<file path="config.mk">
export PLATFORM = sky130hd
export DESIGN_NAME = pwm
export DESIGN_NICKNAME = d
export VERILOG_FILES = /design/src/rtl/array_pkg.sv /design/src/rtl/pwm.sv
export SDC_FILE = /design/constraint.sdc
export NUM_CORES = 1
export LEC_CHECK = 0
export BUFFER_PORTS_ARGS = -buffer_cell sky130_fd_sc_hd__clkbuf_2
export CORE_MARGIN = 3
export CORE_UTILIZATION = 57
export CTS_CLUSTER_SIZE = 12
export DETAILED_ROUTE_END_ITERATION = 6
export GPL_TIMING_DRIVEN = 0
export PLACE_DENSITY = 0.8
export SYNTH_ARGS = -nofsm -noshare
export SYNTH_HDL_FRONTEND = slang
export SYNTH_SLANG_ARGS = --single-unit
</file>
<file path="constraint.sdc">
create_clock -name clk -period 3.3 [get_ports clk]
set_input_delay 0.165 -clock clk [delete_from_list [all_inputs] [get_ports clk]]
set_output_delay 0.165 -clock clk [all_outputs]
set_load 0.05 [all_outputs]
</file>
<file path="src/rtl/array_pkg.sv">
package array_pkg;

  // ~~~~~~~~~~~~~~~~~~~~~~~~~~~~~~~~~~~~~~~~~~~~~~~~~~~~~~~~~~~~~~~~~~~~~~~~~
  // sizes
  localparam int NUM_CH  = 8;
  localparam int CH_W    = $clog2(NUM_CH);
  localparam int CYCLE_T = 512;
  localparam int CNT_W   = $clog2(CYCLE_T);
  localparam int MOD_LEN = 16;
  localparam int MOD_W   = $clog2(MOD_LEN);
  localparam int PWE_LEN = 256;

  // ~~~~~~~~~~~~~~~~~~~~~~~~~~~~~~~~~~~~~~~~~~~~~~~~~~~~~~~~~~~~~~~~~~~~~~~~~
  // address map
  localparam logic [31:0] ADDR_CTRL     = 32'h000;  // bit 0 enables modulation.
  localparam logic [31:0] ADDR_MOD_DIV  = 32'h004;
  localparam logic [31:0] ADDR_STEP_INT = 32'h008;
  localparam logic [31:0] ADDR_STEP_PH  = 32'h00C;
  localparam logic [31:0] BASE_MOD      = 32'h100;  // sample in bits 7:0.
  localparam logic [31:0] BASE_DRIVE    = 32'h200;  // intensity in 15:8 and phase in 7:0.
  localparam logic [31:0] BASE_PWE      = 32'h800;  // pulse width in bits 8:0.

  localparam logic [1:0] RESP_OKAY   = 2'b00;
  localparam logic [1:0] RESP_SLVERR = 2'b10;

  // ~~~~~~~~~~~~~~~~~~~~~~~~~~~~~~~~~~~~~~~~~~~~~~~~~~~~~~~~~~~~~~~~~~~~~~~~~
  // AXI4-Lite channels
  typedef struct packed {
    logic [31:0] awaddr;
    logic        awvalid;
    logic [31:0] wdata;
    logic [3:0]  wstrb;
    logic        wvalid;
    logic        bready;
    logic [31:0] araddr;
    logic        arvalid;
    logic        rready;
  } axil_req_t;

  typedef struct packed {
    logic        awready;
    logic        wready;
    logic [1:0]  bresp;
    logic        bvalid;
    logic        arready;
    logic [31:0] rdata;
    logic [1:0]  rresp;
    logic        rvalid;
  } axil_rsp_t;

  // ~~~~~~~~~~~~~~~~~~~~~~~~~~~~~~~~~~~~~~~~~~~~~~~~~~~~~~~~~~~~~~~~~~~~~~~~~
  // pipeline data
  typedef struct packed {
    logic [7:0] intensity;
    logic [7:0] phase;
  } drive_t;

  typedef struct packed {
    logic [CNT_W-1:0] width;
    logic [7:0]       phase;
  } pulse_t;

  typedef struct packed {
    logic        enable;
    logic [15:0] div;
  } mod_settings_t;

  typedef struct packed {
    logic [7:0] step_intensity;
    logic [7:0] step_phase;
  } silencer_settings_t;

  typedef struct packed {
    logic            valid;
    logic [CH_W-1:0] ch;
    drive_t          drive;
  } chan_stream_t;

  typedef struct packed {
    logic            valid;
    logic [CH_W-1:0] ch;
    pulse_t          pulse;
  } pulse_stream_t;

  typedef enum logic [1:0] {
    IDLE,
    WRITE_RESP,
    READ_RESP
  } axil_state_e;

endpackage
</file>
<file path="src/rtl/pwm.sv">
`timescale 1ns/1ps
module pwm
  import array_pkg::*;
(
  input  logic              clk,
  input  logic              reset,
  input  logic [CNT_W-1:0]  time_cnt,
  input  logic              update,
  input  pulse_stream_t     din,
  output logic [NUM_CH-1:0] pwm_out
);

  pulse_t shadow [NUM_CH];
  pulse_t active [NUM_CH];

  // the window is centred on twice the phase.
  function automatic logic in_window(input logic [CNT_W-1:0] t, input pulse_t p);
    logic [CNT_W-1:0] rise;
    logic [CNT_W-1:0] offset;
    rise   = {p.phase, 1'b0} - {1'b0, p.width[CNT_W-1:1]};
    offset = t - rise;
    return offset < p.width;
  endfunction

  always_ff @(posedge clk) begin
    if (reset) begin
      for (int i = 0; i < NUM_CH; i++) begin
        shadow[i] <= '0;
        active[i] <= '0;
      end
    end else begin
      if (din.valid) begin
        shadow[din.ch] <= din.pulse;
      end
      if (update) begin
        active <= shadow;
      end
    end
  end

  // ~~~~~~~~~~~~~~~~~~~~~~~~~~~~~~~~~~~~~~~~~~~~~~~~~~~~~~~~~~~~~~~~~~~~~~~~~
  // comparators
  always_comb begin
    for (int i = 0; i < NUM_CH; i++) begin
      pwm_out[i] = in_window(time_cnt, update ? shadow[i] : active[i]);  // tick 0 sees the new set.
    end
  end

endmodule

</file>
==> results of run 1 <==
cell type report:
cell class | instances | area share
diodes | 3 | 0.000408
well taps | 335 | 0.0228
repair buffers | 41 | 0.0191
inverters | 141 | 0.0290
clock inverters | 1 | 0.000476
clock buffers | 39 | 0.0414
multi-input cells | 1227 | 0.560
plain buffers | 85 | 0.0304
flip-flops and latches | 272 | 0.297
metrics by stage:
stage,cell area [µm²],power (mW)
finish,18400,8.96
global route,18400,9.34
CTS,18200,8.84
detailed placement,16600,5.78
global placement,16600,5.68
floorplan,16100,5.29
cells in the final DEF (no fill, tap or decap), types with 9 or more instances in the layout:
cell / instances
xnor2_1: 53
buf_2: 22
nand2_1: 302
inv_1: 115
ha_1: 80
mux2_2: 30
mux2_4: 26
ha_4: 38
nand2b_1: 12
xor2_1: 11
clkbuf_2: 9
nand3_1: 18
nand4_1: 9
nor2b_1: 64
mux2i_4: 24
nor2_1: 110
o21ai_0: 10
clkbuf_16: 27
buf_4: 33
clkbuf_1: 45
dfxtp_1: 260
buf_8: 11
mux2i_2: 17
a21oi_2: 9
a21oi_1: 162
inv_2: 25
a21o_1: 16
ha_2: 10
dfxtp_2: 12
mux2i_1: 39
fa_1: 56
cells by family (layout without fill, tap and decap cells):
group                      after synthesis  in the layout  share of synthesized area
and+or+nand+nor                        582            582                      0.173
DFF                                    272            272                      0.357
AOI/OAI and AO/OA                      261            261                     0.0984
buffers and inverters                  226            307                     0.0628
adders and majority gates              184            184                      0.179
muxes                                  136            136                     0.0939
xor gates and xnor gates                64             64                     0.0368
other                                    0              3                          0
sequential cells by signal, summed over array words and instances (netlist names):
register,flops
shadow,136
active,136
synthesized netlist by cell type (2+ instances only):
| master | number |
|---|---|
| nand2_1 | 304 |
| dfxtp_1 | 272 |
| a21oi_1 | 176 |
| inv_1 | 141 |
| ha_1 | 128 |
| nor2_1 | 113 |
| mux2i_1 | 80 |
| nor2b_1 | 67 |
| fa_1 | 56 |
| mux2_2 | 56 |
| xnor2_1 | 53 |
| clkbuf_1 | 37 |
| buf_2 | 29 |
| nand3_1 | 21 |
| o21ai_0 | 17 |
| a21o_1 | 16 |
| buf_4 | 15 |
| nand2b_1 | 12 |
| and3_1 | 11 |
| xor2_1 | 11 |
| nand4_1 | 9 |
| a211oi_1 | 7 |
| a31oi_1 | 7 |
| nor4_1 | 7 |
| o2111ai_1 | 7 |
| a2111oi_0 | 6 |
| nor3_1 | 6 |
| or4_1 | 6 |
| o21a_1 | 5 |
| a21boi_0 | 4 |
| nand2_2 | 4 |
| nand4b_1 | 4 |
| o221ai_1 | 4 |
| and4_1 | 3 |
| nor2_2 | 3 |
| nor2_4 | 3 |
| a221oi_1 | 2 |
| buf_6 | 2 |
| o211ai_1 | 2 |
| o31ai_1 | 2 |
what timing repair did:
action	in CTS	in global routing
pin swaps	95	53
setup endpoints to repair	8	8
buffers inserted	20	4
hold buffers	1	0
gates resized for setup	148	40
hold endpoints to repair	6	0
worst min-delay path by stage:
stage                                  startpoint  cells past startpoint                      end  slack [ns]
after global placement    shadow[70]$_SDFFE_PP0P_                      2  shadow[70]$_SDFFE_PP0P_        0.44
after floorplan            shadow[0]$_SDFFE_PP0P_                      2   shadow[0]$_SDFFE_PP0P_        0.43
final                                      update                      3  active[42]$_SDFFE_PP0P_        0.03
after detailed placement  shadow[69]$_SDFFE_PP0P_                      2  shadow[69]$_SDFFE_PP0P_        0.45
after CTS                                  din[6]                      3  shadow[23]$_SDFFE_PP0P_        0.02
after global routing                       din[6]                      3  shadow[23]$_SDFFE_PP0P_        0.04
where the power goes:
part | total, mW | internal [mW] | switching [mW]
Clock | 2.78 | 1.57 | 1.21
Combinational | 2.82 | 1.27 | 1.55
Sequential | 3.36 | 3.34 | 0.0287
critical path, cell delays in order (launching register included):
cell and delay [ns]:
dfxtp_2 0.32, mux2_4 0.28, fa_1 0.51, inv_2 0.05
ha_4 0.21, and2_4 0.14, nor2_2 0.11, o21ai_2 0.07
or4_1 0.49, nand3_2 0.10, ha_4 0.22, a21oi_4 0.15
nand4b_1 0.16, a31oi_4 0.19, buf_8 0.16
metal layers:
| metal | vias to the layer above | wire (µm) | track usage |
|---|---|---|---|
| li1 | 5831 | - | - |
| met1 | 6015 | 17500 | 0.385 |
| met2 | 453 | 19900 | 0.488 |
| met3 | 131 | 3040 | 0.0459 |
| met4 | 2 | 2020 | 0.113 |
| met5 | - | 13 | 0 |
==> impl_table.tex, run 1 <==
\begin{tabular}{lr}
\hline
Metric & Value \\
\hline
\multicolumn{2}{l}{\textbf{Route}} \\
\quad Drt pass-1 iters & 5 \\
\quad Final routed DRC violation total & 0 \\
\quad Routed vias/inst & about 5.8 \\
\quad Total wire length after detailed routing & 42.5 mm \\
\quad Drt initial violations & 887 \\
\quad Average wire length per cell after detail routing & $\sim$20 µm \\
\quad Routed via count & 12,400 \\
\quad Final ANT Viol Nets & 0 \\
\multicolumn{2}{l}{\textbf{Timing}} \\
\quad Max-slew violations & 0 \\
\quad Hold Worst Slack & approximately 0.030 ns \\
\quad Normalized max-slew margin & 0.296 \\
\quad Clock period minus final worst setup slack & $\sim$3.9 ns \\
\quad Setup TNS after final layout & -3.89 ns \\
\quad Least-Margin Pin Slew & $\sim$1.1 ns \\
\quad Worst-case setup margin in the final layout & -0.559 ns \\
\quad Fraction of the cycle the final worst path needs & 1.17 \\
\quad Worst-case clock skew & 0.0126 ns \\
\quad Max Freq & 0.259 GHz \\
\quad Hold Vio Cnt, Final & 0 \\
\quad Setup repair after global routing missed its margin & true \\
\quad Finish-stage setup viols & 8 \\
\multicolumn{2}{l}{\textbf{Worst setup path}} \\
\quad Worst R2R Setup Slack & between 2 and 2.5 ns \\
\quad Number of cell instances on the worst register-to-register path & 2 \\
\quad Crit path kind & register to primary output \\
\quad Critical path startpoint & shadow[71]\$\_SDFFE\_PP0P\_ \\
\quad Nature of the critical path endpoint & primary output \\
\quad Kind of start point of the critical path & register \\
\quad Critical register-to-register path startpoint & shadow[66]\$\_SDFFE\_PP0P\_ \\
\quad Reg-to-Reg End & active[66]\$\_SDFFE\_PP0P\_ \\
\quad Largest fanout of any net on the critical path & 2 \\
\quad Data required time at the worst endpoint & $\sim$3.1 ns \\
\quad CP arrival & approximately 3.7 ns \\
\quad Capture point of the worst path & pwm\_out[3] \\
\multicolumn{2}{l}{\textbf{Yosys}} \\
\quad Cell accounting for the most synthesized area & dfxtp\_1 \\
\quad Count of mapped cells out of synthesis & approximately 1,700 \\
\quad Number of flops mapped to enable cells by yosys & 0 \\
\quad Top cells by area in the synthesized netlist & dfxtp\_1 (36\%), ha\_1 (11\%), nand2\_1 (7.5\%), fa\_1 (7.4\%), a21oi\_1 (5.8\%) \\
\quad Distinct cell type count after synthesis & 57 \\
\quad Primary FF master, synth & dfxtp\_1 \\
\quad Synth top area share & 0.357 \\
\quad Post-synthesis area per instance & 8.84 µm² \\
\quad Proportion of register bits with asynchronous set or reset after synthesis & 0 \\
\quad Fraction of the yosys area taken by sequential cells & 0.357 \\
\quad Register bit total from synthesis & 272 \\
\quad Yosys synthesis warning count & 0 \\
\quad Combined area of all synthesized cells & 15,200 µm² \\
\quad Number of nets in the synthesized netlist & $\sim$1,900 \\
\multicolumn{2}{l}{\textbf{Outcome}} \\
\quad Violations in the final reports & negative setup slack \\
\quad Outcome & complete, but fails checks \\
\multicolumn{2}{l}{\textbf{Layout}} \\
\quad Total of fill cells in the finished design & about 1,900 \\
\quad Storage element area & roughly 5500 µm² \\
\quad Core Util, Final & 0.702 \\
\quad Share of post-route cells with drive strength above 1 & 0.210 \\
\quad Number of nets in the layout & between 2,000 and 2,500 \\
\quad Area of combinational cells with multiple inputs & between 10,000 and 15,000 µm² \\
\quad Post-route non-filler standard cell count & between 2,000 and 2,500 \\
\quad Layout area overhead & 20.6\% \\
\multicolumn{2}{l}{\textbf{Floorplanning}} \\
\quad Total number of placement rows & between 50 and 60 \\
\quad Total Die Area & 28,800 µm² \\
\quad Standard cell core area & 26,200 µm² \\
\quad Initial cell density of the core & 0.582 \\
\quad Ports & a little over 40 \\
\quad Horizontal extent of the die & roughly 170 µm \\
\quad Die height & around 170 µm \\
\multicolumn{2}{l}{\textbf{Place}} \\
\quad Pre-CTS WS & -0.813 ns \\
\quad Total placed cells including tap cells & roughly 2,100 \\
\quad Post-detailed-placement half-perimeter wirelength & between 20 and 30 mm \\
\quad PortBufs & 16 \\
\quad Routability cong. & between 0.8 and 0.9 \\
\multicolumn{2}{l}{\textbf{Global routing}} \\
\quad Vias in the first global route & around 12,000 \\
\quad Antenna violations before repair & 4 \\
\quad Global-route wire length before repair & about 66 mm \\
\quad Maximum number of pins on one net before global-route repair & 14 \\
\quad Congestion Overflow GR & 0 \\
\quad Global router's overall resource usage & 0.293 \\
\multicolumn{2}{l}{\textbf{Clock tree}} \\
\quad CTS Buf Count & 27 \\
\quad Clock tree root driver cell & clkbuf\_16 \\
\quad Clock tree from TritonCTS & yes \\
\quad Max H-tree Level & 1 \\
\quad Clock sink count & 272 \\
\quad Worst-Skew Late Latency & 0.54 ns \\
\quad Clock-pin slew on the worst setup and hold paths & $\sim$0.06 ns \\
\quad Clk buf depth & 3 \\
\multicolumn{2}{l}{\textbf{Pwr}} \\
\quad Largest voltage drop on the vdd net & between 500 and 600 µV \\
\quad Areal power density over the cells & between 400 and 500 nW/µm² \\
\quad Leakage & 7.36 nW \\
\multicolumn{2}{l}{\textbf{Hold path}} \\
\quad Min-delay worst type & primary input to register \\
\multicolumn{2}{l}{\textbf{Run}} \\
\quad Max-cap violation count & 0 \\
\hline
\end{tabular}
No activity file was read; power rests on OpenSTA's default activity.
==> inputs of run 2 (changes only) <==
--- a/config.mk
+++ b/config.mk
@@ -6,6 +6,7 @@
 export NUM_CORES = 1
 export LEC_CHECK = 0
 export BUFFER_PORTS_ARGS = -buffer_cell sky130_fd_sc_hd__clkbuf_2
+export CORE_ASPECT_RATIO = 0.75
 export CORE_MARGIN = 3
 export CORE_UTILIZATION = 57
 export CTS_CLUSTER_SIZE = 12
==> run 2 against run 1 <==
Net effect:
- the flow still finishes with violations (negative setup slack)
- highest routed layer is now met4
- design area is 0.24% lower
- maximum frequency decreased by 1.4%
- clock power hardly changed
==> impl_table.tex, run 2 (synthesis results as in run 1) <==
\begin{tabular}{lr}
\hline
Metric & Value \\
\hline
\multicolumn{2}{l}{\textbf{Timing}} \\
\quad Fraction of the cycle the final worst path needs & 1.19 \\
\quad Max Freq & 0.256 GHz \\
\quad Hold Vio Cnt, Final & 0 \\
\quad Worst-case clock skew & around 0.014 ns \\
\quad Finish-stage setup viols & 8 \\
\quad Normalized max-slew margin & 0.296 \\
\quad Least-Margin Pin Slew & 1.05 ns \\
\quad Setup repair after global routing missed its margin & true \\
\quad Worst-case setup margin in the final layout & -0.613 ns \\
\quad Max-slew violations & 0 \\
\quad Clock period minus final worst setup slack & slightly below 4 ns \\
\quad Setup TNS after final layout & -4.23 ns \\
\multicolumn{2}{l}{\textbf{Worst setup path}} \\
\quad Data required time at the worst endpoint & between 3 and 4 ns \\
\quad Largest fanout of any net on the critical path & 6 \\
\quad Kind of start point of the critical path & register \\
\quad Nature of the critical path endpoint & primary output \\
\quad CP arrival & 3.75 ns \\
\quad Crit path kind & register to primary output \\
\quad Critical-path top delay cell & fa\_1 \\
\quad Worst R2R Setup Slack & approximately 2.4 ns \\
\quad Worst path max stage delay & about 0.52 ns \\
\quad Chain of cells forming the critical path & mux2\_2 > fa\_1 > inv\_1 > ha\_4 > nor4\_1 > a21oi\_1 > o311ai\_0 > a311o\_1 > ha\_1 > a21oi\_2 > nand4b\_1 > a31oi\_4 > buf\_8 \\
\multicolumn{2}{l}{\textbf{Layout}} \\
\quad Storage element area & between 5000 and 6000 µm² \\
\quad Layout area overhead & 20.3\% \\
\quad Area of combinational cells with multiple inputs & 10,200 µm² \\
\quad Core Util, Final & 0.701 \\
\quad Most common library cell in the layout ignoring fill and taps & nand2\_1 \\
\quad Design area & around 18,000 µm² \\
\quad Largest registers & active: 136 flops, shadow: 136 flops \\
\quad Most frequent cells in the layout & nand2\_1 (301), dfxtp\_1 (263), a21oi\_1 (160) \\
\quad Total of fill cells in the finished design & 1,947 \\
\quad Share of post-route cells with drive strength above 1 & 0.209 \\
\quad Post-route non-filler standard cell count & 2,153 \\
\quad Number of nets in the layout & about 2,000 \\
\multicolumn{2}{l}{\textbf{Floorplanning}} \\
\quad Die height & 148 µm \\
\quad Total Die Area & 28,800 µm² \\
\quad Total number of placement rows & between 50 and 60 \\
\quad Horizontal extent of the die & 195 µm \\
\quad Initial cell density of the core & 0.583 \\
\quad Standard cell core area & 26,200 µm² \\
\quad Ports & 41 \\
\multicolumn{2}{l}{\textbf{Route}} \\
\quad Total wire length after detailed routing & roughly 44 mm \\
\quad Average wire length per cell after detail routing & between 20 and 25 µm \\
\quad Final routed DRC violation total & 0 \\
\quad Routed via count & about 13,000 \\
\quad Final ANT Viol Nets & 0 \\
\quad Drt initial violations & approximately 1,000 \\
\quad Drt pass-1 iters & 6 \\
\quad Routed vias/inst & 5.88 \\
\multicolumn{2}{l}{\textbf{Hold path}} \\
\quad Min-delay worst type & primary input to register \\
\multicolumn{2}{l}{\textbf{Clock tree}} \\
\quad Max H-tree Level & 1 \\
\quad Clock tree from TritonCTS & yes \\
\quad Clock tree root driver cell & clkbuf\_16 \\
\quad Number of hold-repair buffers added at the cts stage & 0 \\
\quad CTS Buf Count & 27 \\
\quad Worst-Skew Late Latency & 0.53 ns \\
\quad Clock sink count & 272 \\
\quad Clk buf depth & 3 \\
\quad Clock-pin slew on the worst setup and hold paths & about 0.060 ns \\
\multicolumn{2}{l}{\textbf{Global routing}} \\
\quad Antenna violations before repair & 0 \\
\quad Congestion Overflow GR & 0 \\
\quad Vias in the first global route & between 10,000 and 15,000 \\
\quad Maximum number of pins on one net before global-route repair & 14 \\
\quad Global router's overall resource usage & 0.300 \\
\quad Global-route wire length before repair & approximately 68 mm \\
\multicolumn{2}{l}{\textbf{Outcome}} \\
\quad Violations in the final reports & negative setup slack \\
\quad Outcome & complete, but fails checks \\
\multicolumn{2}{l}{\textbf{Place}} \\
\quad Pre-CTS WS & -0.763 ns \\
\quad Total placed cells including tap cells & roughly 2,100 \\
\quad Placed cell areas & roughly 17,000 µm² \\
\quad Routability cong. & around 0.85 \\
\quad PortBufs & 16 \\
\quad Post-detailed-placement half-perimeter wirelength & between 30 and 40 mm \\
\multicolumn{2}{l}{\textbf{Pwr}} \\
\quad Leakage & 7.38 nW \\
\quad Areal power density over the cells & 492 nW/µm² \\
\quad Largest voltage drop on the vdd net & 391 µV \\
\multicolumn{2}{l}{\textbf{Run}} \\
\quad Max-cap violation count & 0 \\
\hline
\end{tabular}
[run 2: cell types whose count changed in the layout (fill, tap and decap cells not counted), moves of 3 or more]
cell | previous run | this run
dfxtp_2 | 12 | 9
dfxtp_1 | 260 | 263
a21oi_2 | 9 | 14
inv_2 | 25 | 21
inv_1 | 115 | 118
buf_4 | 33 | 40
clkbuf_8 | 4 | 1
ha_1 | 80 | 85
a21oi_4 | 6 | 3
ha_4 | 38 | 35
clkbuf_1 | 45 | 42
mux2i_4 | 24 | 21
[run 2: critical path, delay by kind of cell (launching register included)]
| family | cells | cell delay (ns) |
|---|---|---|
| muxes | 1 | 0.29 |
| AOI/OAI and AO/OA | 5 | 0.98 |
| buffers and inverters | 2 | 0.24 |
| DFF | 1 | 0.32 |
| and+or+nand+nor | 2 | 0.25 |
| adders and majority gates | 3 | 1.14 |
[run 2: area by class of cell]
| cell class | count | area share |
|---|---|---|
| flip-flops and latches | 272 | 0.298 |
| clock inverters | 3 | 0.00252 |
| clock buffers | 33 | 0.0386 |
| well taps | 344 | 0.0235 |
| repair buffers | 47 | 0.0214 |
| inverters | 141 | 0.0293 |
| diodes | 1 | 0.000136 |
| plain buffers | 85 | 0.0302 |
| multi-input cells | 1227 | 0.557 |
[run 2: worst paths after layout]
path / startpoint / end / depth (start not counted)
max reg2reg: shadow[70]$_SDFFE_PP0P_ / active[70]$_SDFFE_PP0P_ / 2
max: shadow[21]$_SDFFE_PP0P_ / pwm_out[6] / 13
min: din[15] / shadow[134]$_SDFFE_PP0P_ / 3
min reg2reg: shadow[89]$_SDFFE_PP0P_ / shadow[89]$_SDFFE_PP0P_ / 2
[run 2: stage by stage]
| stage | total power, mW | hold slack (ns) |
|---|---|---|
| final | 9.02 | 0.00956 |
| after detailed placement | 5.81 | 0.443 |
| after global routing | 9.39 | 0.00259 |
| after CTS | 8.85 | 0.000460 |
| after global placement | 5.70 | 0.438 |
| after floorplan | 5.29 | 0.433 |
[run 2: timing repair]
item	4_1_cts	5_1_grt
buffers inserted	22	9
resized for setup	127	46
pin swaps	96	56
endpoints found under the setup margin	8	8
[run 2: per-layer routing]
layer	global-route usage	vias to the layer above	wire, µm
met5	0	-	0
met1	0.412	6125	18800
met3	0.0458	129	3560
met4	0.120	0	1970
li1	-	5862	-
met2	0.479	535	19500
[run 2: power breakdown]
group / switching, mW / leakage (nW) / internal (mW) / total, mW
clock network: 1.23 / 0.365 / 1.57 / 2.80
registers: 0.0283 / 2.20 / 3.33 / 3.36
logic: 1.58 / 4.81 / 1.28 / 2.86
total: 2.84 / 7.38 / 6.18 / 9.02
